==> config.mk <==
export PLATFORM = sky130hd
export DESIGN_NAME = raster_counter
export DESIGN_NICKNAME = d
export VERILOG_FILES = /design/src/video_pkg.sv /design/src/raster_counter.sv
export SDC_FILE = /design/constraint.sdc
export NUM_CORES = 1
export LEC_CHECK = 0
export BUFFER_PORTS_ARGS = -buffer_cell sky130_fd_sc_hd__buf_2
export CORE_ASPECT_RATIO = 0.8
export CORE_MARGIN = 2
export CORE_UTILIZATION = 28
export DETAILED_ROUTE_END_ITERATION = 6
export SLEW_MARGIN = 25
export SYNTH_ARGS = -nofsm -noshare
export SYNTH_HDL_FRONTEND = slang
export SYNTH_SLANG_ARGS = --single-unit
==> constraint.sdc <==
create_clock -name clk -period 3.23 [get_ports clk]
set_input_delay 0.323 -clock clk [delete_from_list [all_inputs] [get_ports clk]]
set_output_delay 0.323 -clock clk [all_outputs]
set_load 0.02 [all_outputs]
==> src/video_pkg.sv <==
// beam position type and default raster timing used by the counter and the copper engine
package video_pkg;

    // beam column or line, wide enough for any supported mode
    typedef logic [11:0] raster_t;

    // default 640x480 style totals
    // visible area plus blanking, in pixels per line
    localparam int H_TOTAL_DEF = 800;
    // lines per frame including vertical blanking
    localparam int V_TOTAL_DEF = 525;

endpackage

==> src/raster_counter.sv <==
// beam column and line counters that give the copper its raster reference and frame start
module raster_counter
    import video_pkg::*;
#(
    parameter int H_TOTAL = H_TOTAL_DEF,
    parameter int V_TOTAL = V_TOTAL_DEF
) (
    input  logic    clk,
    input  logic    rst_n_i,
    output raster_t h_pos_o,
    output raster_t v_pos_o,
    output logic    frame_start_o
);

    // last column and last line before wrap
    localparam raster_t H_LAST = raster_t'(H_TOTAL - 1);
    localparam raster_t V_LAST = raster_t'(V_TOTAL - 1);

    raster_t h_q;
    raster_t v_q;

    always_ff @(posedge clk) begin
        if (!rst_n_i) begin
            h_q <= '0;
            v_q <= '0;
        end else if (h_q == H_LAST) begin
            // end of line, step to the next line
            h_q <= '0;
            if (v_q == V_LAST) begin
                v_q <= '0;
            end else begin
                v_q <= v_q + 1'b1;
            end
        end else begin
            h_q <= h_q + 1'b1;
        end
    end

    assign h_pos_o = h_q;
    assign v_pos_o = v_q;
    // top-left pixel of the frame
    assign frame_start_o = (h_q == '0) && (v_q == '0);

endmodule

==> results.yml <==
run_status:
  status: "finished clean"
power_and_ir_drop:
  p_per_area_mw_per_mm2: 363
  power_uw: 515
  power_leakage_nw: 0.535
  ir_drop_mv: 0.230
floorplan:
  rows: 21
  dieArea_mm2: 0.00482
  start_util: 0.289
  core_mm2: 0.00415
  fp.dieW_um: 77.2
  ios: 27
  die_h_um: 62.5
sta:
  rsz0062_at_grt: "no"
  fin_crit_ns: 2.33
  setup_tns_ns: 0
  post-route-period-util: 0.723
  finalSetupViolations: 0
  hold_slack_ns: 0.343
  drv_slew: 0
  fmax_mhz: 428
  finClkSkew_ns: 0.00244
  tightest_slew_ns: 0.548
  hold_viol: 0
  final.setup.worst_slack_ns: 0.896
  max-slew-margin-rel: 0.632
detailed_routing:
  first_pass_iters: 4
  wl_met2_um: 1110
  wl_met1_um: 1470
  drc: 0
  drt-vias-per-instance: 4.87
  drt-initial-drc-count: 42
  num_vias: 1081
  routed.top_layer: "met4"
  ant_nets: 0
  post_drt_wl_per_cell_um: 12.6
  met3_length_um: 207
  drt_wl_total_um: 2810
clock_network:
  clkSlewWorstSetupHoldPaths_ns: 0.09
  post_cts.repair.setup_buffers: 0
  cts_hold_buf: 0
  numCtsBuffers: 3
  clk_path_buf_depth: 2
  cts_root_buf: "clkbuf_8"
  cts_sinks: 24
  clk_latency_ns: 0.27
  htreeDepth: 1
  cts_resized: 0
  cts_tree: "done"
layout:
  drive_gt1_frac: 0.218
  fillers: 462
  nNetsFinal: 173
  syn2layout_area_growth_pct: 18.6
  n_antenna_cell: 0
logic_synthesis:
  syn-num-nets: 145
  netlist_area_mm2: 0.00120
  synth_ff_type: "dfxtp_1"
  synth_seq_cells: 24
  syn-instance-count: 139
  synth_edf_count: 0
  ys_seq_area_frac: 0.401
  syn_avg_cell_area_um2: 8.62
  ys_warn_count: 0
  async_reset_ff_frac: 0
  synth_cell_types: 30
min_path:
  hold_path.class: "primary input to flip-flop"
job:
  cap_viol_max_count: 0
grt:
  grtUsageTotal: 0.118
  grt_max_degree: 16
  grt_first_pass_wirelength_um: 4620
  antenna_found_initial: 0
  grt_pass1_vias: 966
  grt.overflow.total: 0
critical_path:
  startpoint_type: "flip-flop"
  crit_fanout: 15
  cp.arrival_ns: 2.54
  cp.required_ns: 3.44
  setup.worst_path.class: "flip-flop to flip-flop"
  crit_path_end_kind: "flip-flop"
placement:
  numPortBuffers: 26
  pre_cts_slack_ns: 0.931
  gp_congestion: 0.759
  dp_hpwl_um: 2020
-- stage by stage --
step / instance area, um^2 / utilization / cells
3_3_place_gp: 1380 / 0.332 / 219
5_1_grt: 1420 / 0.342 / 222
2_1_floorplan: 1200 / - / 139
3_5_place_dp: 1380 / 0.332 / 219
4_1_cts: 1420 / 0.342 / 222
6_report: 1420 / 0.342 / 222
-- cells by family after synthesis --
kind of cell	after synthesis	share of synthesized area
AO/OA/AOI/OAI	22	0.119
XOR/XNOR	11	0.0804
buffers and inverters	13	0.0511
flip-flops	24	0.401
AND/OR/NAND/NOR	65	0.307
adder cells (fa/ha/maj)	4	0.0418
-- cells in the final DEF (no fill, tap or decap), drive strengths merged --
cell type	instances
buf	27
dfxtp	24
nor2	13
nand2	11
a21oi	10
inv	9
xnor2	9
nand3	8
or4	8
or3	6
nor4	5
o21ai	5
nand4	4
o31ai	4
ha	4
nor3	3
clkbuf	3
and2	2
xor2	2
and3	2
o41ai	2
nor4b	1
nand4bb	1
and4	1
a211o	1
-- power breakdown --
part           switching, mW  internal, mW
Clock                 0.0996        0.0837
Combinational         0.0182        0.0103
Sequential           0.00473         0.299
-- layout make-up --
class / instances / area (um^2) / area share
multi-input combinational: 102 / 657 / 0.462
sequential: 24 / 480 / 0.338
timing repair buffer: 27 / 138 / 0.0968
tap: 57 / 71.3 / 0.0502
clock buffer: 3 / 41.3 / 0.0290
inverter: 9 / 33.8 / 0.0238
-- cells in the mapped netlist, types with 2 or more instances --
library cell  count  area [um^2]
nor3_1            3         15.0
xnor2_1           9         78.8
or4_4             4         45.0
o21ai_0           5         25.0
nor4_1            5         31.3
nand4_1           4         25.0
nand2_1          11         41.3
nand3_1           8         40.0
inv_1             9         33.8
xor2_1            2         17.5
or4_1             4         30.0
a21oi_1           9         45.0
and2_1            2         12.5
nor2_1           13         48.8
dfxtp_1          24          480
and3_1            2         12.5
or3_1             6         37.5
o31ai_1           4         30.0
ha_1              4         50.1
-- sequential cells by signal (all words and copies together) (netlist names) --
register	cells
h_pos_o	12
v_pos_o	12
-- worst max-delay path, stage by stage (launching register included) --
cell and delay [ns]:
dfxtp_1 0.39, or4_4 0.58, or4_4 0.63, or4_1 0.52
a21oi_1 0.16
-- final timing paths --
| path | startpoint | endpoint | slack, ns | cells after the start |
|---|---|---|---|---|
| max reg2reg | h_pos_o[5] | v_pos_o[11] | 0.90 | 4 |
| max | h_pos_o[5] | v_pos_o[11] | 0.90 | 4 |
| min reg2reg | v_pos_o[11] | v_pos_o[11] | 0.51 | 2 |
| min | rst_n_i | h_pos_o[4] | 0.34 | 2 |
-- metal layers --
metal  up-vias  GRT usage
li1        555          -
met1       493      0.173
met2        29      0.161
met3         4     0.0477
met4         0     0.0201
met5         -          0
Note: power is estimated with default switching activity, not from simulation.
