## src/copper_pkg.sv

```systemverilog
// copper instruction word, opcodes and program memory layout shared by the coprocessor blocks
package copper_pkg;

    // one program word holds opcode in [15:12] and operand in [11:0]
    typedef logic [15:0] word_t;
    typedef logic [3:0]  opcode_t;

    // default program memory address width in words
    localparam int COPPER_AWIDTH = 10;

    // wait for line at or past operand
    localparam opcode_t OP_WAITV = 4'h0;
    // wait for column at or past operand
    localparam opcode_t OP_WAITH = 4'h1;
    // operand[3:0] selects register, next word carries data
    localparam opcode_t OP_MOVE  = 4'h2;
    // operand is the new program counter
    localparam opcode_t OP_JUMP  = 4'h3;
    // stop until the next frame start
    localparam opcode_t OP_END   = 4'hF;

    // erased memory reads back as END so a blank program does nothing
    localparam word_t END_WORD = {OP_END, 12'h000};

    // info block sits in the top INFO_WORDS words of program memory
    localparam int INFO_WORDS    = 8;
    localparam int INFO_ID_WORDS = 6;

    // version in BCD, major in high byte
    localparam word_t INFO_VERSION = 16'h0102;
    localparam word_t INFO_BUILD   = 16'hB41F;

    // two ascii characters per word, first character in the high byte
    localparam logic [16*INFO_ID_WORDS-1:0] INFO_ID = "COPPER-RAST1";

endpackage

```

## src/axil_host_port.sv

```systemverilog
// AXI4-Lite slave that loads program words, reads memory through the engine and holds control
module axil_host_port
    import copper_pkg::*;
#(
    parameter int AWIDTH = COPPER_AWIDTH
) (
    input  logic              clk,
    input  logic              rst_n_i,
    input  logic              awvalid_i,
    output logic              awready_o,
    input  logic [15:0]       awaddr_i,
    input  logic              wvalid_i,
    output logic              wready_o,
    input  logic [31:0]       wdata_i,
    output logic              bvalid_o,
    input  logic              bready_i,
    output logic [1:0]        bresp_o,
    input  logic              arvalid_i,
    output logic              arready_o,
    input  logic [15:0]       araddr_i,
    output logic              rvalid_o,
    input  logic              rready_i,
    output logic [31:0]       rdata_o,
    output logic [1:0]        rresp_o,
    output logic              mem_wr_o,
    output logic [AWIDTH-1:0] mem_waddr_o,
    output word_t             mem_wdata_o,
    output logic              host_rd_req_o,
    output logic [AWIDTH-1:0] host_rd_addr_o,
    input  logic              host_rd_valid_i,
    input  word_t             mem_rdata_i,
    input  logic [AWIDTH-1:0] pc_i,
    output logic              enable_o
);

    // program words live below the control register
    localparam logic [15:0] CTRL_ADDR = 16'h1000;
    localparam logic [1:0]  RESP_OKAY = 2'b00;

    logic        wr_accept;
    logic        wr_pend;
    logic        rd_accept;
    logic        rd_pend;
    logic        aw_is_mem;
    logic        aw_is_ctrl;
    logic        ar_is_mem;
    logic        ar_is_ctrl;
    logic [31:0] status_word;

    // AW and W always transfer together
    assign awready_o = wr_accept;
    assign wready_o  = wr_accept;
    assign arready_o = rd_accept;
    assign bresp_o   = RESP_OKAY;
    assign rresp_o   = RESP_OKAY;

    assign aw_is_mem  = awaddr_i < CTRL_ADDR;
    assign aw_is_ctrl = awaddr_i == CTRL_ADDR;
    assign ar_is_mem  = araddr_i < CTRL_ADDR;
    assign ar_is_ctrl = araddr_i == CTRL_ADDR;

    // enable in bit 0, program counter in [27:16]
    assign status_word = {4'h0, 12'(pc_i), 15'h0, enable_o};

    // write path
    // accept -> memory write strobe -> bvalid, two cycles in all
    always_ff @(posedge clk) begin
        if (!rst_n_i) begin
            wr_accept <= 1'b0;
            wr_pend   <= 1'b0;
            mem_wr_o  <= 1'b0;
            bvalid_o  <= 1'b0;
            enable_o  <= 1'b0;
        end else begin
            // one-cycle ready, held off while a response is outstanding
            wr_accept <= awvalid_i && wvalid_i && !wr_accept && !wr_pend && !bvalid_o;
            wr_pend   <= wr_accept;
            mem_wr_o  <= wr_accept && aw_is_mem;
            if (wr_accept && aw_is_ctrl) begin
                enable_o <= wdata_i[0];
            end
            if (wr_pend) begin
                bvalid_o <= 1'b1;
            end else if (bready_i) begin
                bvalid_o <= 1'b0;
            end
        end
    end

    // only the low half of the bus carries a program word
    always_ff @(posedge clk) begin
        if (wr_accept) begin
            mem_waddr_o <= awaddr_i[AWIDTH+1:2];
            mem_wdata_o <= wdata_i[15:0];
        end
    end

    // read path
    // memory reads go through the engine slot, control reads answer next cycle
    always_ff @(posedge clk) begin
        if (!rst_n_i) begin
            rd_accept     <= 1'b0;
            rd_pend       <= 1'b0;
            host_rd_req_o <= 1'b0;
            rvalid_o      <= 1'b0;
        end else begin
            rd_accept     <= arvalid_i && !rd_accept && !rd_pend && !rvalid_o;
            host_rd_req_o <= rd_accept && ar_is_mem;
            if (rd_accept && ar_is_mem) begin
                rd_pend <= 1'b1;
            end else if (host_rd_valid_i) begin
                rd_pend <= 1'b0;
            end
            if (rd_accept && !ar_is_mem) begin
                rvalid_o <= 1'b1;
            end else if (rd_pend && host_rd_valid_i) begin
                rvalid_o <= 1'b1;
            end else if (rready_i) begin
                rvalid_o <= 1'b0;
            end
        end
    end

    always_ff @(posedge clk) begin
        if (rd_accept) begin
            host_rd_addr_o <= araddr_i[AWIDTH+1:2];
            // unmapped addresses read as zero
            rdata_o        <= ar_is_ctrl ? status_word : 32'h0;
        end else if (rd_pend && host_rd_valid_i) begin
            rdata_o <= {16'h0, mem_rdata_i};
        end
    end

endmodule

```

## config.mk

```make
export PLATFORM = sky130hd
export DESIGN_NAME = axil_host_port
export DESIGN_NICKNAME = d
export VERILOG_FILES = /design/src/copper_pkg.sv /design/src/axil_host_port.sv
export SDC_FILE = /design/constraint.sdc
export NUM_CORES = 1
export LEC_CHECK = 0
export ABC_AREA = 1
export BUFFER_PORTS_ARGS = -buffer_cell sky130_fd_sc_hd__buf_4
export CELL_PAD_IN_SITES_DETAIL_PLACEMENT = 1
export CELL_PAD_IN_SITES_GLOBAL_PLACEMENT = 2
export CORE_ASPECT_RATIO = 0.75
export CORE_UTILIZATION = 26
export DETAILED_ROUTE_END_ITERATION = 10
export GPL_ROUTABILITY_DRIVEN = 0
export GPL_TIMING_DRIVEN = 0
export MAX_ROUTING_LAYER = met4
export PLACE_DENSITY = 0.86
export SYNTH_ARGS = -nofsm -noshare
export SYNTH_HDL_FRONTEND = slang
export SYNTH_SLANG_ARGS = --single-unit
```

## constraint.sdc

```tcl
create_clock -name clk -period 3.9 [get_ports clk]
set_input_delay 1.17 -clock clk [delete_from_list [all_inputs] [get_ports clk]]
set_output_delay 1.17 -clock clk [all_outputs]
set_load 0.05 [all_outputs]
```

==> PnR_summary.wiki <==
{| class="wikitable"
! Metric !! Value
|-
| Warnings from Yosys || 0
|-
| RSZ-0062 raised after global routing || false
|-
| Post-route antenna net violation count || 0
|-
| Final setup skew || 4.39 ps
|-
| Required time of the critical path || 2730 ps
|-
| Fin. Hold Viols || 0
|-
| Via count of the routed design || 1976
|-
| Number of gates resized after cts || 0
|-
| Instance area at placement || 3970 µm²
|-
| Top-area cell type share of the netlist area || a little over two thirds
|-
| Post-layout worst setup margin || between 1000 and 1500 ps
|-
| Largest area contributor in the netlist || edfxtp_1
|-
| Number of antenna violations at the first check in global routing || 0
|-
| Num ports || around 180
|-
| Horiz. Die Dim || approximately 120 µm
|-
| Type of the setup path with the least slack || reg -> out
|-
| Final total negative setup slack || 0 ps
|-
| H-tree lvl count || 3
|-
| Final Setup Violations || 0
|-
| Main flop type after synthesis || edfxtp_1
|-
| Cts hold-fix bufs || 0
|-
| Post-DR wirelength/cell || 13.9 µm
|-
| Core region area || 9740 µm²
|-
| Site Rows || 31
|-
| Number of flops mapped to enable cells by yosys || a little over 60
|-
| Number of buffers created by CTS || 9
|-
| Cell types occupying the most area after synthesis || edfxtp_1 71%, dfxtp_1 6.8%, nor2_1 6.6%
|-
| Clock tree from TritonCTS || done
|-
| Number of global-route vias before repair || around 2100
|-
| Worst skew pair latency || 320 ps
|-
| Data arrival, critical path || about 1500 ps
|-
| Area of the mapped netlist || around 2600 µm²
|-
| Worst-margin pin slew || between 1000 and 1500 ps
|-
| Number of buffers inserted to repair setup after CTS || 0
|-
| Fin crit period || 2690 ps
|-
| Post-synth top cells || 62 x edfxtp_1, 46 x nor2_1, 33 x inv_1
|-
| Maximum clock path buffer count || 2
|-
| Critical Path Sink Type || primary output
|-
| Critical path, cell by cell || buf_4 -> buf_4
|-
| Mean post-synth cell area || between 10 and 15 µm²
|-
| Die area || about 11000 µm²
|-
| Final core utilization || about 44%
|-
| Ant. Diodes || 0
|-
| Die height || just under 90 µm
|-
| Worst min-delay path class || reg -> reg
|-
| # Max-Cap Violations || 0
|-
| Clock transition at the register clock pins on the worst setup and hold paths after CTS || 50 ps
|-
| Post-route total power || roughly 2 mW
|-
| Total wire length after detailed routing || 7060 µm
|-
| Pwr/cell area || roughly 470 nW/µm²
|-
| Hold Slack || roughly 450 ps
|-
| Type of origin of the critical path || register
|-
| Initial core utilization || between 20% and 30%
|-
| Maximum clock frequency || about 370 MHz
|-
| Final number of max-transition violations || 0
|-
| Final cycle utilization of the critical path || around 69%
|-
| Count of mapped cells out of synthesis || 201
|-
| Non-filler cells, final || 509
|-
| Leakage power of the design || about 2.0 nW
|-
| Root cell of the clock tree || clkbuf_16
|-
| # DRC || 0
|-
| Final HPWL from detailed placement || roughly 5600 µm
|-
| Final standard cell area without fillers || between 4000 and 5000 µm²
|-
| Area growth, synth to finish || 62.9%
|-
| Pre-CTS setup slack || 1060 ps
|-
| Sink count of the clock tree || 71
|-
| Status || completed
|-
| Starting DRT DRC Count || 60
|-
| DRT Pass-1 Iters || 4
|-
| Most repeated cell in the gate-level netlist after synthesis || edfxtp_1
|-
| GRT Overall Usage || approximately 14%
|-
| Maximum number of pins on one net before global-route repair || 32
|-
| Fraction of registers with async set/reset || 0%
|-
| Mean number of vias per cell || 3.88
|-
| Global-route congestion overflow total || 0
|-
| Worst vdd rail ir drop || 0.193 mV
|-
| Relative slew margins || around 28%
|-
| Total Nets Final || between 400 and 500
|-
| Biggest cell delay along the critical path || just under 800 ps
|-
| Max stage delay cell, worst path || dfxtp_2
|-
| First-pass GRT wire length || 10800 µm
|-
| Internal reg-to-reg setup slack || about 1800 ps
|-
| Post-synth cell types || 22
|-
| Seq/Total Area, Yosys || 77.5%
|-
| Count of input and output buffers || 151
|-
| Worst Path Max Fanout || 31
|-
| Cell type with the highest occurrence count on the critical path || buf_4
|-
| Cell count after placement || between 400 and 500
|-
| Share of post-route cells with drive strength above 1 || about half
|-
| Count of state elements after synthesis || between 70 and 80
|}
## cell families after synthesis
family | synth area share [%]
other | 0.142
AO/OA/AOI/OAI | 1.09
AND/OR/NAND/NOR | 12.6
flip-flops | 77.5
buffers and inverters | 8.64
## sequential cells by signal (all words and copies together) (netlist names)
| register | count |
|---|---|
| rdata_o | 26 |
| mem_wdata_o | 16 |
| host_rd_addr_o | 10 |
| mem_waddr_o | 10 |
| arready_o | 1 |
| awready_o | 1 |
| bvalid_o | 1 |
| enable_o | 1 |
| host_rd_req_o | 1 |
| mem_wr_o | 1 |
| rd_pend | 1 |
| rvalid_o | 1 |
| wr_pend | 1 |
## critical path, delay by kind of cell, from the launching register on
family / cells / cell delay (ps)
flip-flops: 1 / 790
buffers and inverters: 2 / 410
## power by group
part	switching (mW)	internal, mW	leakage (nW)	total (mW)
Clock	0.304	0.564	0.153	0.868
Sequential	0.0158	0.858	0.659	0.874
Combinational	0.160	0.0989	1.17	0.259
Total	0.479	1.52	1.98	2.00
## layer usage
metal  share of wire [%]  GRT usage, %  up-vias  routed length, µm
li1                    -             -      981                  -
met1                  41          15.8      908               2870
met2                  52          24.5       83               3690
met3                 6.1          4.34        4                432
met4                0.96          4.55        0                 68
met5                   0             -        -                  0
## path summary, 6_finish.rpt
path	startpoint	endpoint	cells after the start
setup / recovery	awready_o	wready_o	2
hold / removal	wr_pend	awready_o	1
setup reg to reg	arready_o	rdata_o[22]	3
hold reg to reg	wr_pend	awready_o	1
## layout by cell type, fill, tap and decap left out, types with 2 or more instances in the layout
| cell | synthesis | final |
|---|---|---|
| conb_1 | 1 | 10 |
| dfxtp_1 | 9 | 8 |
| clkbuf_1 | 1 | 2 |
| clkinv_4 | 0 | 2 |
| clkbuf_16 | 0 | 9 |
| a21oi_1 | 2 | 2 |
| inv_1 | 33 | 33 |
| nand3_1 | 5 | 5 |
| nor2_1 | 46 | 46 |
| edfxtp_1 | 62 | 62 |
| nor3_1 | 4 | 4 |
| nor2_2 | 2 | 2 |
| buf_4 | 11 | 162 |
| nand2_1 | 15 | 15 |
| bufinv_16 | 0 | 2 |
## final cells by class
type / instances / area [µm²]
clock inverters: 6 / 93.8
clock buffers: 10 / 229
inverters: 34 / 130
plain buffers: 13 / 97.6
flip-flops and latches: 71 / 2040
well taps: 132 / 165
repair buffers: 151 / 1130
multi-input cells: 92 / 399
fillers: 1074 / 5440
Power figures use the tool's default switching activity.
