File: src/video_pkg.sv
// beam position type and default raster timing used by the counter and the copper engine
package video_pkg;

    // beam column or line, wide enough for any supported mode
    typedef logic [11:0] raster_t;

    // default 640x480 style totals
    // visible area plus blanking, in pixels per line
    localparam int H_TOTAL_DEF = 800;
    // lines per frame including vertical blanking
    localparam int V_TOTAL_DEF = 525;

endpackage

File: src/copper_pkg.sv
// copper instruction word, opcodes and program memory layout shared by the coprocessor blocks
package copper_pkg;

    // one program word holds opcode in [15:12] and operand in [11:0]
    typedef logic [15:0] word_t;
    typedef logic [3:0]  opcode_t;

    // default program memory address width in words
    localparam int COPPER_AWIDTH = 10;

    // wait for line at or past operand
    localparam opcode_t OP_WAITV = 4'h0;
    // wait for column at or past operand
    localparam opcode_t OP_WAITH = 4'h1;
    // operand[3:0] selects register, next word carries data
    localparam opcode_t OP_MOVE  = 4'h2;
    // operand is the new program counter
    localparam opcode_t OP_JUMP  = 4'h3;
    // stop until the next frame start
    localparam opcode_t OP_END   = 4'hF;

    // erased memory reads back as END so a blank program does nothing
    localparam word_t END_WORD = {OP_END, 12'h000};

    // info block sits in the top INFO_WORDS words of program memory
    localparam int INFO_WORDS    = 8;
    localparam int INFO_ID_WORDS = 6;

    // version in BCD, major in high byte
    localparam word_t INFO_VERSION = 16'h0102;
    localparam word_t INFO_BUILD   = 16'hB41F;

    // two ascii characters per word, first character in the high byte
    localparam logic [16*INFO_ID_WORDS-1:0] INFO_ID = "COPPER-RAST1";

endpackage

File: src/copper_engine.sv
// copper fetch and execute FSM that also shares its memory read port with host reads
module copper_engine
    import copper_pkg::*;
    import video_pkg::*;
#(
    parameter int AWIDTH  = COPPER_AWIDTH,
    parameter int H_TOTAL = H_TOTAL_DEF,
    parameter int V_TOTAL = V_TOTAL_DEF
) (
    input  logic              clk,
    input  logic              rst_n_i,
    input  logic              enable_i,
    input  logic              frame_start_i,
    input  raster_t           h_pos_i,
    input  raster_t           v_pos_i,
    output logic [AWIDTH-1:0] mem_raddr_o,
    input  word_t             mem_rdata_i,
    input  logic              host_rd_req_i,
    input  logic [AWIDTH-1:0] host_rd_addr_i,
    output logic              host_rd_valid_o,
    output logic [AWIDTH-1:0] pc_o,
    output logic              reg_wr_o,
    output logic [3:0]        reg_addr_o,
    output word_t             reg_data_o
);

    // S_FETCH and S_MOVE drive the read port, S_DATA consumes the word
    typedef enum logic [2:0] {
        S_FETCH,
        S_DATA,
        S_WAIT,
        S_MOVE,
        S_END
    } state_t;

    state_t            state;
    logic [AWIDTH-1:0] pc;
    logic              data_phase;
    logic              host_slot;
    logic [AWIDTH-1:0] host_addr_q;
    opcode_t           op;
    logic [11:0]       operand;
    logic              wait_ok;
    logic              wait_vert;
    raster_t           wait_pos;
    logic              wait_hit;
    logic [3:0]        move_reg;

    // decode straight off the memory output
    assign op      = mem_rdata_i[15:12];
    assign operand = mem_rdata_i[11:0];

    // a wait beyond the frame can never match
    assign wait_ok = (op == OP_WAITV) ? (operand < 12'(V_TOTAL)) : (operand < 12'(H_TOTAL));
    assign wait_hit = wait_vert ? (v_pos_i >= wait_pos) : (h_pos_i >= wait_pos);

    // host owns the port for exactly one cycle after its request
    assign mem_raddr_o = host_slot ? host_addr_q : pc;
    assign pc_o        = pc;

    always_ff @(posedge clk) begin
        if (!rst_n_i) begin
            host_slot       <= 1'b0;
            host_rd_valid_o <= 1'b0;
        end else begin
            host_slot       <= host_rd_req_i;
            // data for the slot appears one cycle later
            host_rd_valid_o <= host_slot;
        end
    end

    always_ff @(posedge clk) begin
        if (host_rd_req_i) begin
            host_addr_q <= host_rd_addr_i;
        end
    end

    always_ff @(posedge clk) begin
        if (!rst_n_i) begin
            state      <= S_END;
            pc         <= '0;
            data_phase <= 1'b0;
            reg_wr_o   <= 1'b0;
        end else begin
            reg_wr_o <= 1'b0;
            if (!enable_i) begin
                // parked at 0, nothing runs
                state      <= S_END;
                pc         <= '0;
                data_phase <= 1'b0;
            end else if (frame_start_i) begin
                // program restarts every frame
                state      <= S_FETCH;
                pc         <= '0;
                data_phase <= 1'b0;
            end else begin
                case (state)
                    S_FETCH: begin
                        // stall while the host holds the port, replay next cycle
                        if (!host_slot) begin
                            state <= S_DATA;
                        end
                    end
                    S_DATA: begin
                        if (data_phase) begin
                            // second word of MOVE, issue the register write
                            reg_wr_o   <= 1'b1;
                            pc         <= pc + 1'b1;
                            data_phase <= 1'b0;
                            state      <= S_FETCH;
                        end else begin
                            case (op)
                                OP_WAITV, OP_WAITH: begin
                                    pc    <= pc + 1'b1;
                                    state <= wait_ok ? S_WAIT : S_END;
                                end
                                OP_MOVE: begin
                                    pc    <= pc + 1'b1;
                                    state <= S_MOVE;
                                end
                                OP_JUMP: begin
                                    pc    <= operand[AWIDTH-1:0];
                                    state <= S_FETCH;
                                end
                                // END and unknown opcodes idle out the frame
                                default: state <= S_END;
                            endcase
                        end
                    end
                    S_WAIT: begin
                        if (wait_hit) begin
                            state <= S_FETCH;
                        end
                    end
                    S_MOVE: begin
                        // fetch the data word, same stall rule as S_FETCH
                        if (!host_slot) begin
                            data_phase <= 1'b1;
                            state      <= S_DATA;
                        end
                    end
                    default: state <= S_END;
                endcase
            end
        end
    end

    // operand capture for waits and moves
    always_ff @(posedge clk) begin
        if ((state == S_DATA) && !data_phase) begin
            wait_vert <= (op == OP_WAITV);
            wait_pos  <= operand;
            move_reg  <= operand[3:0];
        end
        if ((state == S_DATA) && data_phase) begin
            reg_addr_o <= move_reg;
            reg_data_o <= mem_rdata_i;
        end
    end

endmodule

File: config.mk
export PLATFORM = sky130hd
export DESIGN_NAME = copper_engine
export DESIGN_NICKNAME = d
export VERILOG_FILES = /design/src/video_pkg.sv /design/src/copper_pkg.sv /design/src/copper_engine.sv
export SDC_FILE = /design/constraint.sdc
export NUM_CORES = 1
export LEC_CHECK = 0
export BUFFER_PORTS_ARGS = -buffer_cell sky130_fd_sc_hd__buf_2
export CAP_MARGIN = 0
export CORE_MARGIN = 4
export CORE_UTILIZATION = 40
export CTS_BUF_LIST = sky130_fd_sc_hd__clkbuf_16
export DETAILED_ROUTE_END_ITERATION = 12
export MAX_ROUTING_LAYER = met4
export PLACE_DENSITY = 0.76
export SKIP_CTS_REPAIR_TIMING = 1
export SLEW_MARGIN = 10
export SYNTH_ARGS = -nofsm -noshare
export SYNTH_HDL_FRONTEND = slang
export SYNTH_SLANG_ARGS = --single-unit
File: constraint.sdc
create_clock -name clk -period 2.49 [get_ports clk]
set_input_delay 0.1245 -clock clk [delete_from_list [all_inputs] [get_ports clk]]
set_output_delay 0.1245 -clock clk [all_outputs]
set_load 0.05 [all_outputs]
==> summary.md, run 1 <==
| Metric | Value |
|---|---|
| Sw frac | 0.199 |
| Slew Limit Headroom | 0.363 |
| Yosys top cell area share | 0.444 |
| Vias | 2,340 |
| Status | completed |
| Global-route wire length before repair | 11,000 µm |
| Worst vdd ir | 0.451 mV |
| Startpoint types | flop |
| Layout filler cell count | 611 |
| Largest net degree at the start of global routing | 16 |
| Vias per inst | 5.09 |
| Number of nets still failing antenna checks after routing | 0 |
| Syn_nets | 329 |
| Placed Area | 3490 µm² |
| Final Cell Area | 3900 µm² |
| Clock tree buffer depth | 2 |
| Worst Tran Pin Value | 0.949 ns |
| Area leader, netlist | edfxtp_1 |
| Final Skew | 0.00477 ns |
| FP Rows | 30 |
| Mapped Cells | 249 |
| Unrepaired setup endpoints after global routing | false |
| WP data arrival | 2.33 ns |
| Final wirelength | 6910 µm |
| Clock share of power | 0.496 |
| Sequential share of power | 0.433 |
| Chip Width | 93.3 µm |
| Maximum clock rate | 483 MHz |
| Combinational Power Share | 0.071 |
| CTS buffer count | 9 |
| GPL Wtd Cong | 0.946 |
| Gr ovfl total | 0 |
| Fin. Hold Viols | 0 |
| Post-Route Setup TNS | 0 ns |
| DIE AREA | 8700 µm² |
| Slew Viols, Final | 0 |
| Fin nets | 439 |
| Antenna diodes | 0 |
| H-Tree Depth | 3 |
| #FFs+latches synth | 60 |
| Antenna violations before repair | 0 |
| Syn_area_per_cell | 11.7 µm² |
| Distinct cells, synth | 43 |
| Yosys Warn Count | 0 |
| FF/Latch Area | 1630 µm² |
| Clock root cell | clkbuf_16 |
| Power Dens Cells | 649 nW/µm² |
| Drt wl/cell | 15.0 µm |
| Async SR Flop Fraction | 0 |
| Int Power | 2030 µW |
| DRT Pass-1 Iters | 4 |
| Clock Latency Late Sink | 0.31 ns |
| DRC viols | 0 |
| Reg-to-reg startpoint | wait_pos[0] |
| Synthesis-to-layout area growth | 34.0% |
| Sw Pwr | 503 µW |
| Port Buf Inserts | 96 |
| Hold path startpoint | enable_i |
| Synth top area cells | edfxtp_1 (44%), dfxtp_1 (12%), ha_1 (11%), mux2_2 (3.5%), nor2_1 (3.0%) |
| Initial Utilization | 0.419 |
| Setup crit end kind | flop |
| Lkg Pwr | 0.00168 µW |
| DPL Wire Length | 5280 µm |
| Layout cells sized above 1 | 0.343 |
| Boundary Pins | 97 |
| Syn Std Cell Area | 2910 µm² |
| Post-synthesis sequential area ratio | 0.561 |
| Kind of critical path | flop to flop |
| Footprint of the multi-input gates | 1180 µm² |
| Number of max-cap violations | 0 |
| Setup-failing EPs final | 0 |
| Fin crit share | 0.831 |
| Reg clk slew, reported paths | 0.05 ns |
| Top fanout value on the critical path | 3 |
| Post-synth EDFFs | 43 |
| Vias in the first global route | 2,323 |
| Core Util, Final | 0.561 |
| Worst Hold Class | input pin to flop |
| Core region area | 6940 µm² |
| Initial DRC Count | 127 |
| Sinks on the clock net | 60 |
| Critical path origin | wait_pos[0] |
| Fin crit period | 2.07 ns |
| CTS tree | yes |
| Die Y-Extent | 93.3 µm |
| Gr usage total | 0.167 |
| Post-synth top flop | edfxtp_1 |
| Critical Path RT | 2.75 ns |
==> critical path, stage by stage (launching register included) <==
cell and delay [ns]:
edfxtp_1 0.41, ha_1 0.29, nand2b_4 0.13, a2111o_1 0.41
a221oi_2 0.24, o2111ai_1 0.14, a311oi_1 0.27, a21o_1 0.12
==> flip-flops by register name, indices dropped and copies added, names as in the netlist <==
| signal | flops |
|---|---|
| wait_vert | 1 |
| reg_data_o | 16 |
| host_slot | 1 |
| data_phase | 1 |
| reg_addr_o | 4 |
| host_addr_q | 10 |
| wait_pos | 12 |
| host_rd_valid_o | 1 |
| state | 3 |
| pc_o | 10 |
| reg_wr_o | 1 |
==> path summary, 6_finish.rpt <==
path | endpoint | slack (ns) | depth (start not counted)
setup / recovery | state[1] | 0.42 | 7
hold / removal | state[2] | 0.02 | 2
setup reg to reg | state[1] | 0.42 | 7
hold reg to reg | reg_addr_o[2] | 0.45 | 0
==> layout by cell type, fill, tap and decap left out, types with 9 or more instances in the layout <==
| cell type | count |
|---|---|
| dlygate4sd3_1 | 10 |
| dfxtp_1 | 17 |
| mux2_2 | 9 |
| buf_2 | 96 |
| ha_1 | 25 |
| nor2_1 | 23 |
| o21ai_0 | 9 |
| clkbuf_16 | 9 |
| a21oi_1 | 16 |
| inv_1 | 19 |
| edfxtp_1 | 43 |
==> metrics by stage <==
stage | std cells | worst slack [ns] | hold WS, ns | total power (µW)
2_1_floorplan | 249 | 0.470 | 0.213 | 1200
3_3_place_gp | 434 | 0.506 | 0.301 | 1280
3_5_place_dp | 434 | 0.427 | 0.303 | 1280
4_1_cts | 450 | 0.415 | -0.0273 | 2540
5_1_grt | 460 | 0.267 | 0.0105 | 2620
6_report | 460 | 0.420 | 0.0197 | 2530
==> power groups by stage <==
| stage | clock network [µW] | registers (µW) | logic, µW |
|---|---|---|---|
| floorplan | 0 | 1110 | 89.5 |
| global placement | 0 | 1110 | 164 |
| detailed placement | 0 | 1120 | 168 |
| CTS | 1280 | 1100 | 169 |
| global route | 1330 | 1100 | 198 |
| finish | 1250 | 1100 | 180 |
==> final cells by class <==
| cell class | instances | share of cell area |
|---|---|---|
| Clock inverter | 7 | 0.0212 |
| Tap cell | 96 | 0.0308 |
| Inverter | 18 | 0.0173 |
| Sequential cell | 60 | 0.418 |
| Multi-Input combinational cell | 162 | 0.302 |
| Clock buffer | 9 | 0.0578 |
| Timing Repair Buffer | 108 | 0.153 |
==> synth_stat cells, types with 3 or more instances <==
library cell / n
o21ai_0: 9
nand2_1: 7
mux2_2: 9
dfxtp_1: 17
a21oi_1: 16
a21o_1: 4
o22ai_1: 4
and3_1: 3
nand3_1: 4
a211oi_1: 3
nor2_1: 23
a311oi_1: 3
nand3b_1: 4
nor3_1: 9
a31oi_1: 4
nand4_1: 4
edfxtp_1: 43
inv_1: 18
buf_2: 4
clkbuf_1: 4
ha_1: 25
==> layer usage <==
metal	global-route usage	vias up	share of wire
met1	0.211	1065	0.45
li1	-	1162	-
met3	0.0459	12	0.076
met2	0.253	101	0.45
met5	-	-	0
met4	0.0659	0	0.017
==> logic make-up after synthesis <==
logic type,after synthesis,share of synthesized area
compound gates,59,0.135
fa+ha+maj,25,0.108
buf+inv,27,0.0366
flops,60,0.561
mux,9,0.0348
simple gates,69,0.125
(Power assumes the default switching activity.)
==> run 2, diff against run 1 <==
ABC_AREA = 1   (was not set)
PLACE_DENSITY = 0.78   (was 0.76)
clock period = 1.7 ns   (was 2.49 ns; I/O delays follow)
==> run 2 against run 1 <==
Net effect: the run now ends with hold timing left; via count grew 11%; largest power group unchanged; critical path depth up 5; clock power is 48% higher; largest cell class unchanged; first-iteration DRC count shrank 6.3%; register-to-register slack worse by 0.31 ns; critical path type unchanged; power up 49%; routed wire length grew 5.7%.
==> summary.md, run 2 <==
| Metric | Value |
|---|---|
| Power Dens Cells | 884 nW/µm² |
| Post-synth EDFFs | 43 |
| DIE AREA | 9100 µm² |
| Metal-1 WL | 3250 µm |
| Largest regs | reg_data_o (16), wait_pos (12) |
| H-Tree Depth | 3 |
| Sinks on the clock net | 60 |
| Int Power | 2990 µW |
| Syn Std Cell Area | 3050 µm² |
| Fin crit period | 1.59 ns |
| Setup-failing EPs final | 0 |
| Sw frac | 0.206 |
| Distinct cells, synth | 34 |
| Vias | 2,605 |
| Syn_nets | 405 |
| Gr ovfl total | 0 |
| Yosys Warn Count | 0 |
| Clock Latency Late Sink | 0.32 ns |
| Fin crit share | 0.938 |
| Core Util, Final | 0.581 |
| Final Skew | 0.00962 ns |
| DRT Pass-1 Iters | 4 |
| Startpoint types | flop |
| WP data arrival | 1.80 ns |
| Top fanout value on the critical path | 3 |
| Routed wl met2 | 3490 µm |
| Sequential share of power | 0.426 |
| Post-synthesis sequential area ratio | 0.534 |
| Final wirelength | 7300 µm |
| DPL Wire Length | 5340 µm |
| Largest net degree at the start of global routing | 21 |
| Global-route wire length before repair | 11,200 µm |
| Count leader, synth | nand2_1 |
| Setup crit end kind | flop |
| Commonest non-fill, non-tap cell in the layout | buf_2 |
| Synthesis-to-layout area growth | 39.5% |
| Gr usage total | 0.166 |
| Kind of critical path | flop to flop |
| Combinational Power Share | 0.082 |
| Clock share of power | 0.492 |
| Mapped Cells | 325 |
| DR top layer | met4 |
| Layout cells sized above 1 | 0.304 |
| Leading cell types in the layout, fill and taps excluded | buf_2 (96), nand2_1 (79), inv_1 (50) |
| Syn_area_per_cell | 9.40 µm² |
| Commonest cells in the netlist | nand2_1 (79), inv_1 (53), edfxtp_1 (43) |
| Max FFs per register | 16 |
| Yosys top cell area share | 0.423 |
| Largest Register | reg_data_o |
| Footprint of the multi-input gates | 1220 µm² |
| CTS buffer count | 9 |
| Fin. Hold Viols | 2 |
| Antenna diodes | 0 |
| Lkg Pwr | 0.00203 µW |
| Drt wl/cell | 13.0 µm |
| Synth top area cells | edfxtp_1 (42%), dfxtp_1 (11%), ha_1 (10%), nand2_1 (9.7%), inv_1 (6.5%) |
| Reg clk slew, reported paths | 0.05 ns |
| Clock root cell | clkbuf_16 |
| Vias per inst | 4.65 |
| DR WL met3 | 433 µm |
| FF/Latch Area | 1630 µm² |
| Area leader, netlist | edfxtp_1 |
| Layout filler cell count | 633 |
| Core region area | 7330 µm² |
| DRC viols | 0 |
| Worst Tran Pin Value | 0.409 ns |
| Async SR Flop Fraction | 0 |
| Sw Pwr | 776 µW |
| Post-synth top flop | edfxtp_1 |
| Worst Hold Class | input pin to flop |
| Slew Viols, Final | 0 |
| FP Rows | 31 |
| Violated checks | hold timing |
| Port Buf Inserts | 96 |
| Status | finished with violations |
| Initial Utilization | 0.417 |
| Die Y-Extent | 95.4 µm |
| Critical Path RT | 1.91 ns |
| Clock tree buffer depth | 2 |
| Boundary Pins | 97 |
| #FFs+latches synth | 60 |
| Hold_ws | -0.0115 ns |
| Vias in the first global route | 2,523 |
| Maximum clock rate | 627 MHz |
| Chip Width | 95.4 µm |
| Worst vdd ir | 0.826 mV |
| Unrepaired setup endpoints after global routing | true |
| Number of nets still failing antenna checks after routing | 0 |
| GPL Wtd Cong | 0.891 |
| Number of max-cap violations | 0 |
| CTS tree | yes |
| Fin nets | 536 |
| Antenna violations before repair | 0 |
| Initial DRC Count | 119 |
| Slew Limit Headroom | 0.725 |
-- run 2: changes by cell type after synthesis, moves of 6 or more --
cell / previous run / this run
nand3_1: 4 / 11
mux2_2: 9 / 1
nand2_1: 7 / 79
inv_1: 18 / 53
o21ai_0: 9 / 16
a21oi_1: 16 / 22
-- run 2: kinds of logic after synthesis --
| family | Yosys count | share of synthesized area |
|---|---|---|
| AOI/OAI and AO/OA | 54 | 0.107 |
| muxes | 1 | 0.00369 |
| buffers and inverters | 61 | 0.0791 |
| DFF | 60 | 0.534 |
| adders and majority gates | 25 | 0.102 |
| and+or+nand+nor | 121 | 0.166 |
| xor gates and xnor gates | 3 | 0.00860 |
-- run 2: final cells by class --
| cell class | count | area share |
|---|---|---|
| sequential | 60 | 0.383 |
| clock inverter | 7 | 0.0194 |
| timing repair buffer | 125 | 0.179 |
| inverter | 56 | 0.0493 |
| clock buffer | 9 | 0.0529 |
| tap | 99 | 0.0291 |
| multi-input combinational | 204 | 0.287 |
-- run 2: layer usage --
| layer | GRT usage | vias to the layer above |
|---|---|---|
| met1 | 0.208 | 1162 |
| li1 | - | 1349 |
| met4 | 0.0806 | 0 |
| met5 | - | - |
| met2 | 0.253 | 86 |
| met3 | 0.0379 | 8 |
-- run 2: final timing paths --
path	from	end	slack, ns	depth (start not counted)
max	wait_pos[1]	state[0]	0.11	12
min	mem_rdata_i[11]	reg_data_o[11]	-0.01	1
max reg2reg	wait_pos[1]	state[0]	0.11	12
min reg2reg	wait_pos[2]	reg_addr_o[2]	0.45	0
-- run 2: critical path: stages, from the launching register on --
cell,delay (ns)
edfxtp_1,0.39
inv_2,0.09
ha_1,0.24
nand2_1,0.09
nand3_1,0.08
nand2_1,0.06
nand2_1,0.06
nand2_1,0.06
nand2_1,0.05
nand2_1,0.07
nand3_2,0.09
a21oi_1,0.14
nor2_1,0.05
-- run 2: power groups by stage --
stage | Clock (µW) | Combinational (µW) | Sequential (µW)
global route | 1970 | 345 | 1600
finish | 1850 | 310 | 1600
global placement | 0 | 256 | 1630
CTS | 1880 | 266 | 1600
detailed placement | 0 | 264 | 1630
floorplan | 0 | 141 | 1630
-- run 2: through the flow --
step                      total power, µW  cells  setup TNS (ns)  setup slack, ns  instance area (µm²)
final                                3760    560               0            0.106                 4260
after detailed placement             1890    520               0            0.110                 3680
after CTS                            3750    536               0            0.103                 3990
after floorplan                      1770    325               0          0.00799                 3060
after global routing                 3920    560         -0.0368          -0.0188                 4260
after global placement               1880    520               0            0.169                 3680
